**src/div_unit_config.svh**
```systemverilog
`ifndef DIV_UNIT_CONFIG_SVH
`define DIV_UNIT_CONFIG_SVH

// Long mode dividend width
`define DIV_DIVIDEND_W 32

// Divisor, quotient and remainder width
`define DIV_DIVISOR_W 16

// Request FIFO entries, power of two
`define DIV_FIFO_DEPTH 4

// Shift-subtract iterations per mode
`define DIV_LONG_STEPS 32
`define DIV_SHORT_STEPS 16

`endif

```
**src/div_pkg.sv**
```systemverilog
`default_nettype none

package div_pkg;

    `include "div_unit_config.svh"

    // Full dividend, short mode uses the low half
    typedef logic [`DIV_DIVIDEND_W-1:0] dividend_t;

    // Divisor as issued, short mode uses the low byte
    typedef logic [`DIV_DIVISOR_W-1:0] divisor_t;

    // Results as returned to the caller
    typedef logic [`DIV_DIVISOR_W-1:0] quot_t;
    typedef logic [`DIV_DIVISOR_W-1:0] rem_t;

    // Extra top bit separates full from empty
    typedef logic [$clog2(`DIV_FIFO_DEPTH):0] fifo_ptr_t;

    // Sequencer FSM
    typedef enum logic [2:0] {
        IDLE,
        LAUNCH,
        WAIT_BUSY,
        RUN,
        DONE
    } seq_state_t;

endpackage

`default_nettype wire

```
**src/div_req_fifo.sv**
```systemverilog
`default_nettype none

`include "div_unit_config.svh"

module div_req_fifo import div_pkg::*; (
    input  wire            clk,
    input  wire            rst,
    input  wire            req,
    input  wire dividend_t dividend,
    input  wire divisor_t  divisor,
    input  wire            len,
    input  wire            sign,
    input  wire            pop,
    output dividend_t      head_dividend,
    output divisor_t       head_divisor,
    output logic           head_len,
    output logic           head_sign,
    output logic           empty,
    output logic           full,
    output logic           req_lost
);

    localparam int ADDR_W = $clog2(`DIV_FIFO_DEPTH);

    // Entry storage, one array per field
    dividend_t mem_dividend [`DIV_FIFO_DEPTH];
    divisor_t  mem_divisor  [`DIV_FIFO_DEPTH];
    logic      mem_len      [`DIV_FIFO_DEPTH];
    logic      mem_sign     [`DIV_FIFO_DEPTH];

    fifo_ptr_t wr_ptr;
    fifo_ptr_t rd_ptr;
    logic      do_write;
    logic      do_read;

    // Same address, wrap bits differ when full
    assign empty = (wr_ptr == rd_ptr);
    assign full  = (wr_ptr[ADDR_W] != rd_ptr[ADDR_W]) &&
                   (wr_ptr[ADDR_W-1:0] == rd_ptr[ADDR_W-1:0]);

    // Strobe while full is thrown away
    assign do_write = req && !full;
    assign do_read  = pop && !empty;

    // Head entry seen by the sequencer
    assign head_dividend = mem_dividend[rd_ptr[ADDR_W-1:0]];
    assign head_divisor  = mem_divisor[rd_ptr[ADDR_W-1:0]];
    assign head_len      = mem_len[rd_ptr[ADDR_W-1:0]];
    assign head_sign     = mem_sign[rd_ptr[ADDR_W-1:0]];

    // Pointers and lost-request flag
    always_ff @(posedge clk or posedge rst) begin
        if (rst) begin
            wr_ptr   <= '0;
            rd_ptr   <= '0;
            req_lost <= 1'b0;
        end else begin
            if (do_write) begin
                wr_ptr <= wr_ptr + 1'b1;
            end
            if (do_read) begin
                rd_ptr <= rd_ptr + 1'b1;
            end
            // Sticky until reset
            if (req && full) begin
                req_lost <= 1'b1;
            end
        end
    end

    // Storage write, no reset on payload
    always_ff @(posedge clk) begin
        if (do_write) begin
            mem_dividend[wr_ptr[ADDR_W-1:0]] <= dividend;
            mem_divisor[wr_ptr[ADDR_W-1:0]]  <= divisor;
            mem_len[wr_ptr[ADDR_W-1:0]]      <= len;
            mem_sign[wr_ptr[ADDR_W-1:0]]     <= sign;
        end
    end

endmodule

`default_nettype wire

```
**src/div_sequencer.sv**
```systemverilog
`default_nettype none

module div_sequencer import div_pkg::*; (
    input  wire            clk,
    input  wire            rst,
    input  wire            empty,
    input  wire dividend_t head_dividend,
    input  wire divisor_t  head_divisor,
    input  wire            head_len,
    input  wire            head_sign,
    input  wire            busy,
    input  wire quot_t     core_quot,
    input  wire rem_t      core_rem,
    input  wire            core_v,
    output logic           pop,
    output logic           start,
    output dividend_t      op0,
    output divisor_t       op1,
    output logic           op_len,
    output logic           op_sign,
    output logic           res_valid,
    output quot_t          quot,
    output rem_t           rem,
    output logic           ovf,
    output logic           running
);

    seq_state_t state;
    logic       take_result;

    // Take the head as soon as something is queued
    assign pop = (state == IDLE) && !empty;

    // Single-cycle launch, core looks for the rising edge
    assign start = (state == LAUNCH);

    // Core has dropped busy, results are final
    assign take_result = (state == RUN) && !busy;

    // Result strobe lines up with the captured outputs
    assign res_valid = (state == DONE);
    assign running   = (state != IDLE);

    always_ff @(posedge clk or posedge rst) begin
        if (rst) begin
            state <= IDLE;
            ovf   <= 1'b0;
        end else begin
            case (state)
                IDLE: begin
                    if (!empty) begin
                        state <= LAUNCH;
                    end
                end
                LAUNCH: begin
                    state <= WAIT_BUSY;
                end
                // Core raises busy one edge after start
                WAIT_BUSY: begin
                    if (busy) begin
                        state <= RUN;
                    end
                end
                // Falling busy ends the division
                RUN: begin
                    if (!busy) begin
                        state <= DONE;
                        ovf   <= core_v;
                    end
                end
                DONE: begin
                    state <= IDLE;
                end
                default: begin
                    state <= IDLE;
                end
            endcase
        end
    end

    // Operand copy frees the FIFO slot during the run
    always_ff @(posedge clk) begin
        if (pop) begin
            op0     <= head_dividend;
            op1     <= head_divisor;
            op_len  <= head_len;
            op_sign <= head_sign;
        end
        // Held until the next result
        if (take_result) begin
            quot <= core_quot;
            rem  <= core_rem;
        end
    end

endmodule

`default_nettype wire

```
**src/div_core.sv**
```systemverilog
`default_nettype none

`include "div_unit_config.svh"

module div_core import div_pkg::*; (
    input  wire            clk,
    input  wire            rst,
    input  wire dividend_t op0,
    input  wire divisor_t  op1,
    input  wire            len,
    input  wire            sign,
    input  wire            start,
    output quot_t          quot,
    output rem_t           rem,
    output logic           busy,
    output logic           v
);

    localparam int DVD_W  = `DIV_DIVIDEND_W;
    localparam int DVS_W  = `DIV_DIVISOR_W;
    // Short mode operands are half width
    localparam int SDVD_W = DVD_W / 2;
    localparam int SDVS_W = DVS_W / 2;
    localparam int STEP_W = $clog2(`DIV_LONG_STEPS);

    localparam logic [STEP_W-1:0] STEP_LAST  = STEP_W'(`DIV_LONG_STEPS - 1);
    localparam logic [STEP_W-1:0] STEP_SHORT = STEP_W'(`DIV_LONG_STEPS - `DIV_SHORT_STEPS);

    // Operand signs and magnitudes
    logic      dvd_neg;
    logic      dvs_neg;
    dividend_t dvd_mag;
    divisor_t  dvs_mag;
    dividend_t dvd_aln;
    divisor_t  dvs_eff;

    // Iteration state
    logic              start_l;
    logic              launch;
    logic              last;
    logic [STEP_W-1:0] st;
    logic [DVS_W:0]    part;
    dividend_t         shreg;
    divisor_t          divor;
    dividend_t         fullq;
    logic              neg_res;
    logic              dz;

    // Per-step arithmetic
    logic           larger;
    logic [DVS_W:0] diff;
    logic [DVS_W:0] keep;
    dividend_t      nx_quot;
    rem_t           nx_rem;
    logic           q_ovf;

    assign launch = start && !start_l;
    assign last   = busy && (st == STEP_LAST);

    always_comb begin
        // Sign bit position depends on mode
        dvd_neg = len ? op0[DVD_W-1] : op0[SDVD_W-1];
        dvs_neg = len ? op1[DVS_W-1] : op1[SDVS_W-1];
        dvd_mag = (sign && dvd_neg) ? dividend_t'(-op0) : op0;
        dvs_mag = (sign && dvs_neg) ? divisor_t'(-op1) : op1;
        // Short dividend moves to the upper half
        dvd_aln = len ? dvd_mag : {dvd_mag[SDVD_W-1:0], {SDVD_W{1'b0}}};
        dvs_eff = len ? dvs_mag : {{(DVS_W-SDVS_W){1'b0}}, dvs_mag[SDVS_W-1:0]};
    end

    // Trial subtraction
    assign larger  = (part >= {1'b0, divor});
    assign diff    = part - {1'b0, divor};
    assign keep    = larger ? diff : part;
    assign nx_quot = {fullq[DVD_W-2:0], larger};
    assign nx_rem  = keep[DVS_W-1:0];

    // Magnitude too wide for the mode
    assign q_ovf = len ? (nx_quot[DVD_W-1:DVS_W] != '0) : (nx_quot[SDVD_W-1:SDVS_W] != '0);

    assign quot = fullq[DVS_W-1:0];

    always_ff @(posedge clk or posedge rst) begin
        if (rst) begin
            start_l <= 1'b0;
            busy    <= 1'b0;
            st      <= '0;
            v       <= 1'b0;
        end else begin
            start_l <= start;
            if (launch) begin
                busy <= 1'b1;
                // Both modes finish at STEP_LAST
                st   <= len ? '0 : STEP_SHORT;
                v    <= 1'b0;
            end else if (busy) begin
                st <= st + 1'b1;
                if (last) begin
                    busy <= 1'b0;
                    v    <= dz || q_ovf;
                end
            end
        end
    end

    always_ff @(posedge clk) begin
        if (launch) begin
            fullq   <= '0;
            // First dividend bit already in the partial remainder
            part    <= {{DVS_W{1'b0}}, dvd_aln[DVD_W-1]};
            shreg   <= {dvd_aln[DVD_W-2:0], 1'b0};
            divor   <= dvs_eff;
            neg_res <= sign && (dvd_neg ^ dvs_neg);
            dz      <= (dvs_eff == '0);
        end else if (busy) begin
            fullq <= nx_quot;
            part  <= {keep[DVS_W-1:0], shreg[DVD_W-1]};
            shreg <= shreg << 1;
            if (last) begin
                // Mixed signs flip both results
                rem   <= neg_res ? rem_t'(-nx_rem) : nx_rem;
                fullq <= neg_res ? dividend_t'(-nx_quot) : nx_quot;
            end
        end
    end

endmodule

`default_nettype wire

```
**src/div_unit.sv**
```systemverilog
`default_nettype none

module div_unit import div_pkg::*; (
    input  wire            clk,
    input  wire            rst,
    input  wire            req,
    input  wire dividend_t dividend,
    input  wire divisor_t  divisor,
    input  wire            len,
    input  wire            sign,
    output logic           full,
    output logic           req_lost,
    output logic           res_valid,
    output quot_t          quot,
    output rem_t           rem,
    output logic           ovf,
    output logic           idle
);

    // FIFO head
    dividend_t head_dividend;
    divisor_t  head_divisor;
    logic      head_len;
    logic      head_sign;
    logic      empty;
    logic      pop;

    // Sequencer to core
    dividend_t op0;
    divisor_t  op1;
    logic      op_len;
    logic      op_sign;
    logic      start;
    logic      running;

    // Core results
    quot_t core_quot;
    rem_t  core_rem;
    logic  core_v;
    logic  busy;

    // Nothing queued and nothing in flight
    assign idle = empty && !running;

    div_req_fifo i_div_req_fifo (
        .clk          (clk),
        .rst          (rst),
        .req          (req),
        .dividend     (dividend),
        .divisor      (divisor),
        .len          (len),
        .sign         (sign),
        .pop          (pop),
        .head_dividend(head_dividend),
        .head_divisor (head_divisor),
        .head_len     (head_len),
        .head_sign    (head_sign),
        .empty        (empty),
        .full         (full),
        .req_lost     (req_lost)
    );

    div_sequencer i_div_sequencer (
        .clk          (clk),
        .rst          (rst),
        .empty        (empty),
        .head_dividend(head_dividend),
        .head_divisor (head_divisor),
        .head_len     (head_len),
        .head_sign    (head_sign),
        .busy         (busy),
        .core_quot    (core_quot),
        .core_rem     (core_rem),
        .core_v       (core_v),
        .pop          (pop),
        .start        (start),
        .op0          (op0),
        .op1          (op1),
        .op_len       (op_len),
        .op_sign      (op_sign),
        .res_valid    (res_valid),
        .quot         (quot),
        .rem          (rem),
        .ovf          (ovf),
        .running      (running)
    );

    div_core i_div_core (
        .clk  (clk),
        .rst  (rst),
        .op0  (op0),
        .op1  (op1),
        .len  (op_len),
        .sign (op_sign),
        .start(start),
        .quot (core_quot),
        .rem  (core_rem),
        .busy (busy),
        .v    (core_v)
    );

endmodule

`default_nettype wire

```
**config.mk**
```make
export PLATFORM = sky130hd
export DESIGN_NAME = div_unit
export DESIGN_NICKNAME = d
export VERILOG_FILES = /design/src/div_pkg.sv /design/src/div_req_fifo.sv /design/src/div_sequencer.sv /design/src/div_core.sv /design/src/div_unit.sv
export VERILOG_INCLUDE_DIRS = /design/src
export SDC_FILE = /design/constraint.sdc
export NUM_CORES = 1
export LEC_CHECK = 0
export BUFFER_PORTS_ARGS = -buffer_cell sky130_fd_sc_hd__buf_2
export CORE_MARGIN = 2
export CORE_UTILIZATION = 55
export DETAILED_ROUTE_END_ITERATION = 6
export GPL_ROUTABILITY_DRIVEN = 1
export GPL_TIMING_DRIVEN = 0
export PLACE_DENSITY = 0.73
export SYNTH_ARGS = -nofsm -noshare
export SYNTH_HDL_FRONTEND = slang
export SYNTH_HIERARCHICAL = 1
export SYNTH_SLANG_ARGS = --single-unit
```
**constraint.sdc**
```tcl
create_clock -name clk -period 6.4 [get_ports clk]
set_input_delay 1.28 -clock clk [delete_from_list [all_inputs] [get_ports clk]]
set_output_delay 1.28 -clock clk [all_outputs]
set_load 0.1 [all_outputs]
```
==> impl.org <==
** GRT
- Maximum number of pins on one net before global-route repair :: 40
- Global-route wire length before repair :: 58,000 µm
- Vias in the first global route :: 11,000
- For this run the aggregate overflow at the end of global routing stands at 0.
- GR Util All Layers :: 20.8%
- Antenna violations before repair :: 1

** Synthesis
- Counting flops with a built-in enable in the synthesized netlist gives 348.
- Dominant register cell in the synthesized netlist :: sky130_fd_sc_hd__edfxtp_1
- Part of the Yosys area used for sequential elements :: 64.9%
- Ys async rst share :: 4.59%
- The Yosys step of the flow raised 6 warnings.
- When the netlist entered floorplanning its net count stood at 1,390.
- After synthesis the netlist holds a flip-flop and latch count of 414.
- Synthesis instantiated 82 different standard cells from the library.
- After synthesis the cells add up to 0.0183 mm².
- Avg Inst Size Synth :: roughly 14 µm²
- Synthesis produced a netlist whose cell count is 1,308.

** Cells and area
- Net count, final :: 1,528
- Diodes inserted :: 0
- Counting the fill cells in the layout gives 2,359.
- Area occupied by multi-input gates :: 0.00590 mm²
- Most used cells in the layout excluding fill and tap cells :: 348 x sky130_fd_sc_hd__edfxtp_1, 94 x sky130_fd_sc_hd__nand2_1, 92 x sky130_fd_sc_hd__buf_2, 88 x sky130_fd_sc_hd__nor2_1, 78 x sky130_fd_sc_hd__o21ai_0
- Of the cells placed in the final design, the portion with a size suffix greater than 1 is 18.9%.
- From synthesis to final layout, the design area changed by 13.8%.
- Most common library cell in the layout ignoring fill and taps :: sky130_fd_sc_hd__edfxtp_1
- Across the whole layout, storage elements account for 0.0119 mm².

** Critical path
- In this run the critical register-to-register path is launched from i_div_core/part[1].
- Data on the critical path is required at its endpoint by ~6.7 ns.
- Gate family responsible for the most delay along the worst path :: compound AO/OA/AOI/OAI gates
- WS Path Type :: flop to flop
- For this run, the slowest stage of the critical path takes 0.69 ns.
- Tracing the worst setup path back leads to its startpoint at i_div_core/part[1].
- The largest individual stage delay along the critical path comes from the cell sky130_fd_sc_hd__o21ai_0.
- Crit path cell chain :: ha_1 -> nand2b_1 -> a211oi_2 -> o21ai_2 -> nand2_1 -> a21o_1 -> buf_6 -> buf_2 -> o21ai_0 -> ha_1 -> nor4b_2 -> a31oi_1 -> o41ai_2 -> xnor2_1
- The number of buffers and inverters on the critical path is 2.
- CP most frequent cell :: sky130_fd_sc_hd__ha_1
- Critical path capture point type :: flop
- Maximum fanout along the worst path :: 10
- Type of element launching the critical path :: flop
- CP Data Arrival Time :: around 4.5 ns

** STA
- Setup slack after layout :: 2.15 ns
- Headroom to the max-slew limit :: roughly a fifth
- Final Skew :: between 0.015 and 0.02 ns
- Setup violations remaining at the end of the flow were counted as 0.
- Setup repair after global routing left no endpoint under its margin.
- Of the available clock period, the critical path in the final layout requires 66.4%.
- Period minus WS final :: 4.25 ns
- Pin slew with the least headroom to its limit :: 1.19 ns
- Slew Viols, Final :: 0
- Fin. Hold Viols :: 0
- In the final timing run, aggregate negative setup slack is 0 ns.
- Peak clock frequency supported by timing :: roughly 0.24 GHz

** Drt
- Number of search-and-repair iterations in the first detailed-routing pass :: 5
- For this block, the via count after detailed routing is 11,000.
- In the final routed layout, each cell accounts on average for around 19 µm.
- After detailed routing, the number of vias per cell comes to between 5 and 6.
- DRC violation count after routing :: 0
- Number of nets still failing antenna checks after routing :: 0
- The first routing iteration left 901 violations.
- Final routed wirelength across all metal layers :: about 36,000 µm

** Power and ir drop
- Worst IR Drop VDD :: 0.328 mV
- Dividing total power by cell area gives a power density of 491 mW/mm².
- P_leak :: 7.39 nW

** Clock network
- Buffers inserted to repair hold after CTS numbered 0.
- The number of setup buffers added after CTS is 0.
- TritonCTS built the clock tree.
- The later pin in the worst-skew pair is clocked with a latency of 0.53 ns.
- The clock net in this run drives a total of slightly above 400 sinks.
- Root buffer selected by CTS :: sky130_fd_sc_hd__clkbuf_16
- The H-tree was split into 2 levels.
- Number of buffers inserted during clock tree synthesis :: 41
- Clock-pin slew was measured on the worst setup and hold paths at 0.06 ns.
- Number of buffers on the longest clock path :: 3
- Count of cells resized by post-cts repair :: 0

** Floorplan
- Overall die width :: 186 µm
- In this run the count of I/O pins placed on the die edge is 90.
- Number of standard-cell rows in the floorplan :: 66
- From bottom edge to top edge, the die measures 186 µm.
- Area enclosed by the die boundary :: 0.0347 mm²
- Area of the core :: between 0.03 and 0.04 mm²
- Initial core utilization :: 56.1%

** Hold path
- The tightest min-delay check is of the flop to flop type.
- Origin of the worst min-delay path :: i_div_core/rem[8]

** Placement
- Before CTS, the worst setup slack after placement is between 2 and 2.5 ns.
- During placement, the flow inserted port buffers numbering 89.
- The wire-length estimate of the detail-placed layout is around 25,000 µm.
- At the end of routability-driven placement, the weighted congestion stood at between 0.9 and 1.

** Run
- Across the run, the number of max-cap violations was 0.

** Outcome
- The flow ran to the end, and the final reports show no timing, DRC or antenna violations.
## where the power goes
group	internal (mW)	total (mW)	leakage [nW]	switching [mW]
Combinational	1.41	3.55	2.86	2.14
Sequential	3.82	4.23	3.86	0.413
Clock	1.48	2.44	0.665	0.966
Total	6.71	10.2	7.39	3.52
## path summary, 6_finish.rpt
kind | cells past startpoint | slack, ns | endpoint
min in group asynchronous | 2 | 0.72 | i_div_sequencer/state[1]
worst max-delay path | 14 | 2.15 | i_div_core/rem[14]
max in group asynchronous | 2 | 5.40 | i_div_core/v
worst min-delay path | 0 | 0.42 | i_div_sequencer/rem[8]
worst min register to register | 0 | 0.42 | i_div_sequencer/rem[8]
worst max register to register | 14 | 2.15 | i_div_core/rem[14]
## through the flow
step                hold slack [ns]  power [mW]  util [%]  cell area (µm²)  cells
global route                  0.422        10.8      63.8            20800   1920
detailed placement            0.405        7.82      59.6            19400   1845
finish                        0.417        10.2      63.8            20800   1920
global placement              0.402        7.70      59.1            19300   1839
floorplan                     0.400        6.89         -            18300   1308
CTS                           0.419        10.3      63.8            20800   1920
## synthesized netlist by cell type, types with 4 or more instances
| master | n | area, µm² |
|---|---|---|
| sky130_fd_sc_hd__o21ai_0 | 78 | 390 |
| sky130_fd_sc_hd__a31oi_1 | 4 | 25.0 |
| sky130_fd_sc_hd__nand3_1 | 17 | 85.1 |
| sky130_fd_sc_hd__dfrtp_1 | 19 | 475 |
| sky130_fd_sc_hd__dfxtp_1 | 47 | 941 |
| sky130_fd_sc_hd__nor2b_1 | 5 | 31.3 |
| sky130_fd_sc_hd__o211ai_1 | 4 | 30.0 |
| sky130_fd_sc_hd__buf_1 | 4 | 15.0 |
| sky130_fd_sc_hd__inv_1 | 42 | 158 |
| sky130_fd_sc_hd__xnor2_1 | 54 | 473 |
| sky130_fd_sc_hd__nor2_1 | 89 | 334 |
| sky130_fd_sc_hd__and2_1 | 9 | 56.3 |
| sky130_fd_sc_hd__nor4_1 | 7 | 43.8 |
| sky130_fd_sc_hd__nand2_1 | 94 | 353 |
| sky130_fd_sc_hd__clkbuf_1 | 38 | 143 |
| sky130_fd_sc_hd__buf_6 | 4 | 45.0 |
| sky130_fd_sc_hd__o31ai_1 | 20 | 150 |
| sky130_fd_sc_hd__a211oi_1 | 27 | 203 |
| sky130_fd_sc_hd__nor3b_1 | 4 | 30.0 |
| sky130_fd_sc_hd__mux4_2 | 50 | 1130 |
| sky130_fd_sc_hd__nor3_1 | 21 | 105 |
| sky130_fd_sc_hd__mux2i_1 | 18 | 180 |
| sky130_fd_sc_hd__nand4_1 | 5 | 31.3 |
| sky130_fd_sc_hd__o41ai_2 | 4 | 65.1 |
| sky130_fd_sc_hd__and3_1 | 11 | 68.8 |
| sky130_fd_sc_hd__a311oi_1 | 7 | 61.3 |
| sky130_fd_sc_hd__a21oi_1 | 63 | 315 |
| sky130_fd_sc_hd__ha_1 | 28 | 350 |
| sky130_fd_sc_hd__or4_1 | 7 | 52.6 |
| sky130_fd_sc_hd__or3_1 | 16 | 100 |
| sky130_fd_sc_hd__xor2_1 | 48 | 420 |
| sky130_fd_sc_hd__o21ai_1 | 8 | 40.0 |
| sky130_fd_sc_hd__buf_4 | 22 | 165 |
| sky130_fd_sc_hd__nand2b_1 | 15 | 93.8 |
| sky130_fd_sc_hd__edfxtp_1 | 348 | 10500 |
## registers in the layout, summed over array words and instances, names as in the netlist, 3 cells and up
register                     cells
i_div_core/divor                16
i_div_core/fullq                31
i_div_core/part                 17
i_div_core/rem                  16
i_div_core/shreg                31
i_div_core/st                    5
i_div_req_fifo/mem_dividend    128
i_div_req_fifo/mem_divisor      64
i_div_req_fifo/mem_len           4
i_div_req_fifo/mem_sign          4
i_div_req_fifo/rd_ptr            3
i_div_req_fifo/wr_ptr            3
i_div_sequencer/op0             32
i_div_sequencer/op1             16
i_div_sequencer/quot            16
i_div_sequencer/rem             16
i_div_sequencer/state            3
## logic make-up (layout without fill, tap and decap cells)
family                   count (synthesis)  count (layout)  share of synthesized area (%)
multiplexers                            73              73                           7.48
adder cells (fa/ha/maj)                 29              29                           2.02
flip-flops                             414             414                           64.9
XOR/XNOR                               104             104                           5.06
AO/OA/AOI/OAI                          250             250                           8.82
AND/OR/NAND/NOR                        322             322                           8.73
buffers and inverters                  116             286                           3.02
## layer usage
layer / share of wire, % / vias to the layer above / wire length, µm / track usage (%)
li1: - / 5207 / - / -
met5: 0.036 / - / 13 / 0
met1: 43 / 5385 / 15500 / 28.0
met4: 1.8 / 2 / 648 / 5.48
met2: 49 / 343 / 17700 / 35.3
met3: 5.5 / 47 / 1970 / 3.39
## cell type report
class | instances | share of cell area [%]
multi-input cells | 778 | 28.3
well taps | 442 | 2.66
clock buffers | 50 | 5.14
repair buffers | 95 | 2.72
flip-flops and latches | 414 | 57.0
inverters | 45 | 0.811
plain buffers | 71 | 1.85
clock inverters | 25 | 1.49
No activity file was read; power rests on OpenSTA's default activity.
